## config.mk

```make
export PLATFORM = sky130hd
export DESIGN_NAME = sms_host_top
export DESIGN_NICKNAME = d
export VERILOG_FILES = /design/src/sms_host_pkg.sv /design/src/ce_divider.sv /design/src/cart_loader.sv /design/src/cheat_loader.sv /design/src/backup_sequencer.sv /design/src/sms_host_top.sv
export VERILOG_INCLUDE_DIRS = /design/src
export SDC_FILE = /design/constraint.sdc
export NUM_CORES = 1
export LEC_CHECK = 0
export BUFFER_PORTS_ARGS = -buffer_cell sky130_fd_sc_hd__buf_4
export CAP_MARGIN = 20
export CORE_ASPECT_RATIO = 1.1
export CORE_MARGIN = 1.5
export CORE_UTILIZATION = 48
export DETAILED_ROUTE_END_ITERATION = 8
export GPL_TIMING_DRIVEN = 0
export PLACE_DENSITY = 0.89
export RECOVER_POWER = 50
export SETUP_SLACK_MARGIN = 0.05
export SYNTH_ARGS = -nofsm -noshare
export SYNTH_HDL_FRONTEND = slang
export SYNTH_HIERARCHICAL = 1
export SYNTH_SLANG_ARGS = --single-unit
```

## constraint.sdc

```tcl
create_clock -name clk_sys -period 2.3 [get_ports clk_sys]
set_clock_uncertainty 0.15 [all_clocks]
set_input_delay 0 -clock clk_sys [delete_from_list [all_inputs] [get_ports clk_sys]]
set_output_delay 0 -clock clk_sys [all_outputs]
set_load 0.05 [all_outputs]
```

## src/sms_host_params.svh

```systemverilog
`ifndef SMS_HOST_PARAMS_SVH
`define SMS_HOST_PARAMS_SVH

// ==========================================================================
// Clock enables
// ==========================================================================

// One full enable pattern in clk_sys ticks
`define SMS_CE_PERIOD 30

// ==========================================================================
// Download and cartridge memory
// ==========================================================================

`define SMS_DL_ADDR_W 25
// Byte address into the external ROM memory
`define SMS_ROM_ADDR_W 24

// Flags, address, compare and replace words
`define SMS_CHEAT_W 128

// ==========================================================================
// Backup RAM image
// ==========================================================================

// 512-byte SD blocks per backup image
`define SMS_BK_BLOCKS 64
`define SMS_BK_BLOCK_W 6
`define SMS_LBA_W 32

`endif

```

## src/sms_host_pkg.sv

```systemverilog
`default_nettype none

package sms_host_pkg;

	// Download index as sent by the host
	// Every index except DL_CHEAT carries a cartridge image
	typedef enum logic [7:0] {
		DL_CART_SMS = 8'd1,
		DL_CART_GG  = 8'd2,
		DL_CHEAT    = 8'hFF
	} dl_slot_t;

	// Backup transfer with one pass of WAIT_ACK and WAIT_RELEASE per block
	typedef enum logic [1:0] {
		BK_IDLE,
		BK_WAIT_ACK,
		BK_WAIT_RELEASE
	} bk_state_t;

	// 32-bit word of the cheat code selected by offset bits 3:2
	typedef enum logic [1:0] {
		CF_FLAGS,
		CF_ADDR,
		CF_COMPARE,
		CF_REPLACE
	} cheat_field_t;

	// Cartridge slot decode used by the loader
	function automatic logic is_cart_slot(input dl_slot_t idx);
		return idx != DL_CHEAT;
	endfunction

endpackage

`default_nettype wire

```

## src/ce_divider.sv

```systemverilog
`default_nettype none
`include "sms_host_params.svh"

module ce_divider (
	input  logic clk_sys,
	input  logic rst_n,
	output logic ce_cpu,
	output logic ce_vdp,
	output logic ce_pix
);

	localparam int phase_w = $clog2(`SMS_CE_PERIOD);
	localparam logic [phase_w-1:0] phase_last = phase_w'(`SMS_CE_PERIOD - 1);

	logic [phase_w-1:0] phase;
	logic               hit_cpu;
	logic               hit_vdp;
	logic               hit_pix;

	always_ff @(posedge clk_sys or negedge rst_n) begin
		if (!rst_n) begin
			phase <= '0;
		end else if (phase == phase_last) begin
			phase <= '0;
		end else begin
			phase <= phase + phase_w'(1);
		end
	end

	// VDP every 5, pixel every 10, CPU every 15
	// CPU on 9 and 24 keeps the H counter alignment
	always_comb begin
		hit_cpu = 1'b0;
		hit_vdp = 1'b0;
		hit_pix = 1'b0;
		case (phase)
			phase_w'(4), phase_w'(14): begin
				hit_vdp = 1'b1;
			end
			phase_w'(9): begin
				hit_vdp = 1'b1;
				hit_pix = 1'b1;
				hit_cpu = 1'b1;
			end
			phase_w'(19), phase_w'(29): begin
				hit_vdp = 1'b1;
				hit_pix = 1'b1;
			end
			phase_w'(24): begin
				hit_vdp = 1'b1;
				hit_cpu = 1'b1;
			end
			default: begin
			end
		endcase
	end

	always_ff @(posedge clk_sys or negedge rst_n) begin
		if (!rst_n) begin
			ce_cpu <= 1'b0;
			ce_vdp <= 1'b0;
			ce_pix <= 1'b0;
		end else begin
			ce_cpu <= hit_cpu;
			ce_vdp <= hit_vdp;
			ce_pix <= hit_pix;
		end
	end

	a_cpu_with_vdp: assert property (@(posedge clk_sys) disable iff (!rst_n)
		ce_cpu |-> ce_vdp)
		else $error("ce_cpu without ce_vdp");

endmodule

`default_nettype wire

```

## src/cart_loader.sv

```systemverilog
`default_nettype none
`include "sms_host_params.svh"

module cart_loader
	import sms_host_pkg::*;
(
	input  logic                       clk_sys,
	input  logic                       rst_n,
	input  logic                       dl_active,
	input  dl_slot_t                   dl_index,
	input  logic                       dl_wr,
	input  logic [7:0]                 dl_data,
	input  logic                       rom_wr_ack,
	output logic                       dl_wait,
	output logic                       rom_wr_req,
	output logic [`SMS_ROM_ADDR_W-1:0] rom_wr_addr,
	output logic [7:0]                 rom_wr_data,
	output logic                       cart_gg,
	output logic                       cart_loading
);

	logic loading_q;
	logic load_start;
	logic byte_accept;
	logic mem_done;

	assign cart_loading = dl_active && is_cart_slot(dl_index);
	assign load_start   = cart_loading && !loading_q;
	assign byte_accept  = dl_wr && cart_loading && !load_start;

	// Memory has caught up once both toggles agree
	assign mem_done = dl_wait && (rom_wr_req == rom_wr_ack);

	// ==========================================================================
	// Toggle handshake and address counter
	// ==========================================================================

	always_ff @(posedge clk_sys or negedge rst_n) begin
		if (!rst_n) begin
			loading_q   <= 1'b0;
			dl_wait     <= 1'b0;
			rom_wr_req  <= 1'b0;
			rom_wr_addr <= '0;
			cart_gg     <= 1'b0;
		end else begin
			loading_q <= cart_loading;
			if (load_start) begin
				rom_wr_addr <= '0;
				cart_gg     <= (dl_index == DL_CART_GG);
			end else if (byte_accept) begin
				// Stall the stream until memory confirms
				dl_wait    <= 1'b1;
				rom_wr_req <= ~rom_wr_req;
			end else if (mem_done) begin
				dl_wait     <= 1'b0;
				rom_wr_addr <= rom_wr_addr + `SMS_ROM_ADDR_W'(1);
			end
		end
	end

	// Byte held until the next accepted write
	always_ff @(posedge clk_sys) begin
		if (byte_accept) begin
			rom_wr_data <= dl_data;
		end
	end

	// ==========================================================================
	// Checks
	// ==========================================================================

	// Source must honour dl_wait
	a_no_toggle_in_wait: assert property (@(posedge clk_sys) disable iff (!rst_n)
		dl_wait |=> $stable(rom_wr_req))
		else $error("rom_wr_req toggled while dl_wait was high");

	// Memory only answers an outstanding request
	a_ack_while_waiting: assert property (@(posedge clk_sys) disable iff (!rst_n)
		(rom_wr_req != rom_wr_ack) |-> dl_wait)
		else $error("rom_wr_ack differs from rom_wr_req outside a write");

endmodule

`default_nettype wire

```

## src/cheat_loader.sv

```systemverilog
`default_nettype none
`include "sms_host_params.svh"

module cheat_loader
	import sms_host_pkg::*;
(
	input  logic                    clk_sys,
	input  logic                    rst_n,
	input  logic                    dl_active,
	input  dl_slot_t                dl_index,
	input  logic                    dl_wr,
	input  logic [3:0]              dl_addr,
	input  logic [7:0]              dl_data,
	output logic [`SMS_CHEAT_W-1:0] cheat_code,
	output logic                    cheat_valid
);

	localparam int sel_w   = $clog2(`SMS_CHEAT_W);
	localparam int field_w = `SMS_CHEAT_W / 4;

	logic             code_wr;
	cheat_field_t     field;
	logic [sel_w-1:0] field_lsb;
	logic [sel_w-1:0] byte_lsb;

	assign code_wr = dl_active && (dl_index == DL_CHEAT) && dl_wr;
	assign field   = cheat_field_t'(dl_addr[3:2]);

	// Flags in the top word, replace value in the bottom word
	always_comb begin
		field_lsb = '0;
		case (field)
			CF_FLAGS:   field_lsb = sel_w'(3 * field_w);
			CF_ADDR:    field_lsb = sel_w'(2 * field_w);
			CF_COMPARE: field_lsb = sel_w'(field_w);
			CF_REPLACE: field_lsb = '0;
		endcase
	end

	// Byte 0 is the least significant byte of its word
	assign byte_lsb = field_lsb + sel_w'({dl_addr[1:0], 3'b000});

	always_ff @(posedge clk_sys) begin
		if (code_wr) begin
			cheat_code[byte_lsb +: 8] <= dl_data;
		end
	end

	// Last byte of the code completes it
	always_ff @(posedge clk_sys or negedge rst_n) begin
		if (!rst_n) begin
			cheat_valid <= 1'b0;
		end else begin
			cheat_valid <= code_wr && (dl_addr == 4'hF);
		end
	end

endmodule

`default_nettype wire

```

## src/backup_sequencer.sv

```systemverilog
`default_nettype none
`include "sms_host_params.svh"

module backup_sequencer
	import sms_host_pkg::*;
(
	input  logic                  clk_sys,
	input  logic                  rst_n,
	input  logic                  cart_loading,
	input  logic                  img_mounted,
	input  logic                  img_readonly,
	input  logic                  img_size_nz,
	input  logic                  bk_load_req,
	input  logic                  bk_save_req,
	input  logic                  nvram_we,
	input  logic                  sd_ack,
	output logic                  sd_rd,
	output logic                  sd_wr,
	output logic [`SMS_LBA_W-1:0] sd_lba,
	output logic                  bk_busy,
	output logic                  bk_loading,
	output logic                  bk_pending
);

	localparam logic [`SMS_BK_BLOCK_W-1:0] last_block =
		`SMS_BK_BLOCK_W'(`SMS_BK_BLOCKS - 1);

	bk_state_t bk_state;
	logic      loading_q;
	logic      load_q;
	logic      save_q;
	logic      ack_q;
	logic      bk_ena;
	logic      ack_rise;
	logic      ack_fall;
	logic      auto_start;
	logic      load_start;
	logic      save_start;
	logic      start_rd;
	logic      xfer_start;
	logic      last_blk;

	assign ack_rise   = sd_ack && !ack_q;
	assign ack_fall   = !sd_ack && ack_q;
	assign auto_start = loading_q && !cart_loading && img_size_nz;
	assign load_start = bk_load_req && !load_q;
	assign save_start = bk_save_req && !save_q;
	assign start_rd   = auto_start || load_start;
	assign xfer_start = (bk_state == BK_IDLE) && bk_ena && (start_rd || save_start);
	assign last_blk   = (sd_lba[`SMS_BK_BLOCK_W-1:0] == last_block);
	assign bk_busy    = (bk_state != BK_IDLE);

	always_ff @(posedge clk_sys or negedge rst_n) begin
		if (!rst_n) begin
			loading_q <= 1'b0;
			load_q    <= 1'b0;
			save_q    <= 1'b0;
			ack_q     <= 1'b0;
		end else begin
			loading_q <= cart_loading;
			load_q    <= bk_load_req;
			save_q    <= bk_save_req;
			ack_q     <= sd_ack;
		end
	end

	// ==========================================================================
	// Backup enable and pending flag
	// ==========================================================================

	// Save image is mounted before the download ends
	always_ff @(posedge clk_sys or negedge rst_n) begin
		if (!rst_n) begin
			bk_ena <= 1'b0;
		end else if (cart_loading && img_mounted && !img_readonly) begin
			bk_ena <= 1'b1;
		end else if (cart_loading && !loading_q) begin
			bk_ena <= 1'b0;
		end
	end

	always_ff @(posedge clk_sys or negedge rst_n) begin
		if (!rst_n) begin
			bk_pending <= 1'b0;
		end else if (xfer_start) begin
			bk_pending <= 1'b0;
		end else if (nvram_we && bk_ena) begin
			bk_pending <= 1'b1;
		end
	end

	// ==========================================================================
	// Block transfer FSM
	// ==========================================================================

	always_ff @(posedge clk_sys or negedge rst_n) begin
		if (!rst_n) begin
			bk_state   <= BK_IDLE;
			sd_rd      <= 1'b0;
			sd_wr      <= 1'b0;
			sd_lba     <= '0;
			bk_loading <= 1'b0;
		end else begin
			case (bk_state)
				BK_IDLE: begin
					if (xfer_start) begin
						bk_state   <= BK_WAIT_ACK;
						sd_lba     <= '0;
						bk_loading <= start_rd;
						sd_rd      <= start_rd;
						sd_wr      <= !start_rd;
					end
				end
				BK_WAIT_ACK: begin
					if (ack_rise) begin
						sd_rd    <= 1'b0;
						sd_wr    <= 1'b0;
						bk_state <= BK_WAIT_RELEASE;
					end
				end
				BK_WAIT_RELEASE: begin
					// Card has released the block
					if (ack_fall) begin
						if (last_blk) begin
							bk_state   <= BK_IDLE;
							bk_loading <= 1'b0;
						end else begin
							bk_state <= BK_WAIT_ACK;
							sd_lba   <= sd_lba + `SMS_LBA_W'(1);
							sd_rd    <= bk_loading;
							sd_wr    <= !bk_loading;
						end
					end
				end
				default: begin
					bk_state <= BK_IDLE;
				end
			endcase
		end
	end

	a_rd_wr_exclusive: assert property (@(posedge clk_sys) disable iff (!rst_n)
		!(sd_rd && sd_wr))
		else $error("sd_rd and sd_wr both high");

endmodule

`default_nettype wire

```

## src/sms_host_top.sv

```systemverilog
`default_nettype none
`include "sms_host_params.svh"

module sms_host_top
	import sms_host_pkg::*;
(
	input  logic                       clk_sys,
	input  logic                       rst_n,
	output logic                       ce_cpu,
	output logic                       ce_vdp,
	output logic                       ce_pix,
	input  logic                       dl_active,
	input  dl_slot_t                   dl_index,
	input  logic                       dl_wr,
	input  logic [`SMS_DL_ADDR_W-1:0]  dl_addr,
	input  logic [7:0]                 dl_data,
	output logic                       dl_wait,
	output logic                       rom_wr_req,
	output logic [`SMS_ROM_ADDR_W-1:0] rom_wr_addr,
	output logic [7:0]                 rom_wr_data,
	input  logic                       rom_wr_ack,
	output logic                       cart_gg,
	output logic [`SMS_CHEAT_W-1:0]    cheat_code,
	output logic                       cheat_valid,
	input  logic                       img_mounted,
	input  logic                       img_readonly,
	input  logic                       img_size_nz,
	input  logic                       bk_load_req,
	input  logic                       bk_save_req,
	input  logic                       nvram_we,
	input  logic                       sd_ack,
	output logic                       sd_rd,
	output logic                       sd_wr,
	output logic [`SMS_LBA_W-1:0]      sd_lba,
	output logic                       bk_busy,
	output logic                       bk_loading,
	output logic                       bk_pending,
	output logic                       core_reset_n
);

	logic cart_loading;
	logic cart_loading_q;

	ce_divider ce_divider_inst (
		.clk_sys (clk_sys),
		.rst_n   (rst_n),
		.ce_cpu  (ce_cpu),
		.ce_vdp  (ce_vdp),
		.ce_pix  (ce_pix)
	);

	cart_loader cart_loader_inst (
		.clk_sys      (clk_sys),
		.rst_n        (rst_n),
		.dl_active    (dl_active),
		.dl_index     (dl_index),
		.dl_wr        (dl_wr),
		.dl_data      (dl_data),
		.rom_wr_ack   (rom_wr_ack),
		.dl_wait      (dl_wait),
		.rom_wr_req   (rom_wr_req),
		.rom_wr_addr  (rom_wr_addr),
		.rom_wr_data  (rom_wr_data),
		.cart_gg      (cart_gg),
		.cart_loading (cart_loading)
	);

	// Offset inside the 16-byte code
	cheat_loader cheat_loader_inst (
		.clk_sys     (clk_sys),
		.rst_n       (rst_n),
		.dl_active   (dl_active),
		.dl_index    (dl_index),
		.dl_wr       (dl_wr),
		.dl_addr     (dl_addr[3:0]),
		.dl_data     (dl_data),
		.cheat_code  (cheat_code),
		.cheat_valid (cheat_valid)
	);

	backup_sequencer backup_sequencer_inst (
		.clk_sys      (clk_sys),
		.rst_n        (rst_n),
		.cart_loading (cart_loading),
		.img_mounted  (img_mounted),
		.img_readonly (img_readonly),
		.img_size_nz  (img_size_nz),
		.bk_load_req  (bk_load_req),
		.bk_save_req  (bk_save_req),
		.nvram_we     (nvram_we),
		.sd_ack       (sd_ack),
		.sd_rd        (sd_rd),
		.sd_wr        (sd_wr),
		.sd_lba       (sd_lba),
		.bk_busy      (bk_busy),
		.bk_loading   (bk_loading),
		.bk_pending   (bk_pending)
	);

	// ==========================================================================
	// Core reset
	// ==========================================================================

	// Covers the cycle between download end and the automatic backup load
	always_ff @(posedge clk_sys or negedge rst_n) begin
		if (!rst_n) begin
			cart_loading_q <= 1'b0;
		end else begin
			cart_loading_q <= cart_loading;
		end
	end

	assign core_reset_n = rst_n && !cart_loading && !cart_loading_q && !bk_loading;

endmodule

`default_nettype wire

```

==> results.md <==
* Slew Viols, Final at 0
* Asr flop ratio synth at 37.3%
* Synth Flop Type: edfxtp_1
* CP required at 2.53 ns
* Routed Antenna Nets at 0
* Setup TNS at 0 ns
* Switching Fraction at 29.9%
* Clock transition at path regs at 0.06 ns
* Post-synth EDFFs at 136
* # rows at 54
* CTS Buffer Depth at 3
* Final setup viols at 0
* Wire per inst at 19.8 um
* Chip height at 152 um
* Cell Area, Synth at 9750 um2
* Fmax at 442 MHz
* Hold WS at 0.0407 ns
* # DRC at 0
* Worst rel slew slack at 41.6%
* Arrival time at the worst endpoint at 2.49 ns
* HP Class: input port to flip-flop
* Type of origin of the critical path: flip-flop
* Unrepaired setup endpoints after global routing: true
* Share of layout cells above drive strength 1 at 14.8%
* Synth warnings at 6
* Part of the power in registers at 44.0%
* Synth Net Count at 875
* CP Max Fanout at 5
* Buffers added on ports at 235
* Status: finished, final reports clean
* Final Core Density at 61.6%
* Hold Vio Cnt, Final at 0
* Seq/Total Area, Yosys at 62.7%
* 1st-iter DRT viols at 637
* Final net count at 1178
* Syn avg cell area at 12.1 um2
* Diode count at 0
* GPL Wtd Cong at 0.859
* Root Driver: clkbuf_16
* Tcrit/Tclk final at 98.3%
* Synthesized instance count at 807
* Drt total wl at 27200 um
* P_leak at 4.40 nW
* Vias at 7891
* P_sw at 0.00300 W
* Clock power share at 34.5%
* Crit Path Class: flip-flop to flip-flop
* CTS tree: yes
* Starting density of the core at 49.1%
* Unique masters post-synth at 87
* Clk_lat worst skew at 0.51 ns
* Core outline area at 19900 um2
* Ports at 258
* Max-Cap Viols at 0
* Synthesis-to-layout area growth at 25.5%
* Design Power at 0.0100 W
* Clk sinks at 217
* GRT Total Usage at 24.7%
* Transition time at the pin with the least slew margin at 0.873 ns
* Largest net degree at the start of global routing at 83
* Die width at 139 um
* Initial antenna violation count at 0
* Cell Int Power at 0.00704 W
* DRT Pass-1 Iters at 5
* Yosys reg bits at 217
* Maximum vdd drop at 0.000861 V
* Avg Vias per Cell at 5.73
* Critical Path End Type: flip-flop
* Cts bufs inserted at 22
* Die ar. at 21200 um2
* Crit path time final at 2.26 ns
* H-Tree Depth at 1
* P per Cell Area at 820 nW/um2
* Vias in the first global route at 7669
* DP HPWL at 18800 um
* Global-route wire length before repair at 41600 um
* GRT overflow at 0
* Comb pwr share at 21.5%
==> registers in the layout, indices dropped and copies added (netlist names), 2 cells and up <==
register and count:
cheat_loader_inst/cheat_code 128, backup_sequencer_inst/sd_lba 32, cart_loader_inst/rom_wr_addr 24, cart_loader_inst/rom_wr_data 8, ce_divider_inst/phase 5, backup_sequencer_inst/bk_state 2
==> layout by cell type, fill, tap and decap left out, types with 7 or more instances in the layout <==
master / n
a31oi_1: 14
nor2_1: 119
o21ai_0: 28
dfrtp_1: 81
ha_1: 14
a21oi_1: 24
or4_1: 11
nor2b_1: 15
nand2_1: 72
clkbuf_1: 213
clkbuf_16: 24
and2_0: 7
and2_1: 26
buf_4: 45
inv_1: 15
nand3_1: 17
dlygate4sd3_1: 30
nand4_1: 14
o31ai_1: 13
buf_6: 17
and3_1: 25
edfxtp_1: 136
==> power groups by stage <==
stage	registers (W)	clock network [W]	logic, W
floorplan	0.00480	0	0.00101
global placement	0.00449	0	0.00187
detailed placement	0.00449	0	0.00191
CTS	0.00440	0.00350	0.00205
finish	0.00441	0.00346	0.00216
global route	0.00443	0.00365	0.00231
==> path summary, 6_finish.rpt <==
path,startpoint,to,slack (ns),cells after the start
setup / recovery,backup_sequencer_inst/bk_state[0],backup_sequencer_inst/sd_lba[22],0.04,8
hold / removal,dl_addr[1],cheat_loader_inst/cheat_valid,0.04,4
setup reg to reg,backup_sequencer_inst/bk_state[0],backup_sequencer_inst/sd_lba[22],0.04,8
hold reg to reg,backup_sequencer_inst/bk_pending,backup_sequencer_inst/bk_pending,0.35,2
max in group asynchronous,rst_n,backup_sequencer_inst/sd_lba[7],0.87,4
min in group asynchronous,rst_n,backup_sequencer_inst/sd_lba[5],0.40,4
==> per-stage QoR <==
step	std cells	setup WS [ns]	cell area, um2
floorplan	807	-0.0432	9780
CTS	1368	0.00661	12900
global placement	1294	-0.470	11900
finish	1377	0.0389	12200
detailed placement	1295	-0.196	11900
global route	1377	-0.0209	12200
==> area by class of cell <==
class	count	area [um2]
multi-input cells	539	3350
well taps	252	315
inverters	19	75.1
fillers	1670	7630
flip-flops and latches	217	6110
plain buffers	32	259
repair buffers	279	1430
clock buffers	31	651
clock inverters	8	43.8
==> cells by family after synthesis <==
logic type | count (synthesis) | synth area share [%]
DFF | 217 | 62.7
buffers and inverters | 51 | 3.16
adders and majority gates | 15 | 1.93
xor gates and xnor gates | 4 | 0.437
AOI/OAI and AO/OA | 133 | 9.77
and+or+nand+nor | 379 | 21.1
muxes | 8 | 0.911
==> routing by layer <==
layer / part of all wire (%) / GRT usage (%)
met4: 2.9 / 7.79
met3: 8.3 / 4.46
met5: 0 / 0
met1: 37 / 29.8
met2: 52 / 44.8
==> critical path, cell delays in order, from the launching register on <==
cell and delay [ns]:
dfrtp_1 0.40, inv_2 0.09, ha_4 0.16, clkinvlp_4 0.12, or4_4 0.60, and4b_2 0.28, buf_6 0.14, a31oi_1 0.15
nor2_1 0.05
==> repair_timing <==
| item | in CTS | in global routing |
|---|---|---|
| cloned | 0 | 1 |
| setup endpoints to repair | 28 | 32 |
| buffers inserted | 5 | 5 |
| pin swaps | 1 | 4 |
| endpoints found under the hold margin | 251 | 33 |
| resized for setup | 5 | 14 |
| hold buffers | 29 | 2 |
==> cells in the mapped netlist (3+ instances only) <==
| master | number | area (um2) |
|---|---|---|
| mux2_2 | 4 | 45.0 |
| or3_2 | 3 | 22.5 |
| xnor2_1 | 3 | 26.3 |
| nor3_2 | 3 | 30.0 |
| o211ai_1 | 3 | 22.5 |
| nand4_1 | 14 | 87.6 |
| or3_1 | 3 | 18.8 |
| nor2_2 | 6 | 37.5 |
| or2_2 | 5 | 31.3 |
| buf_2 | 5 | 25.0 |
| inv_1 | 18 | 67.6 |
| and3_2 | 3 | 22.5 |
| o21a_1 | 5 | 37.5 |
| clkbuf_1 | 11 | 41.3 |
| nor2_1 | 119 | 447 |
| a21o_1 | 4 | 30.0 |
| or4_1 | 11 | 82.6 |
| nand2_1 | 71 | 267 |
| a41oi_1 | 6 | 52.6 |
| or4b_1 | 4 | 40.0 |
| and4_1 | 6 | 52.6 |
| a31oi_1 | 15 | 93.8 |
| nor3_1 | 5 | 25.0 |
| nand2b_1 | 4 | 25.0 |
| nand4_2 | 4 | 50.1 |
| mux2i_1 | 3 | 30.0 |
| and3_1 | 25 | 156 |
| nor4_1 | 4 | 25.0 |
| ha_1 | 15 | 188 |
| nor2b_1 | 14 | 87.6 |
| nand3b_1 | 3 | 22.5 |
| buf_6 | 14 | 158 |
| a21oi_1 | 25 | 125 |
| nand3_1 | 18 | 90.1 |
| dfrtp_1 | 81 | 2030 |
| o31ai_1 | 13 | 97.6 |
| edfxtp_1 | 136 | 4080 |
| and2_1 | 33 | 206 |
| o21ai_0 | 30 | 150 |
No activity file was read; power rests on OpenSTA's default activity.
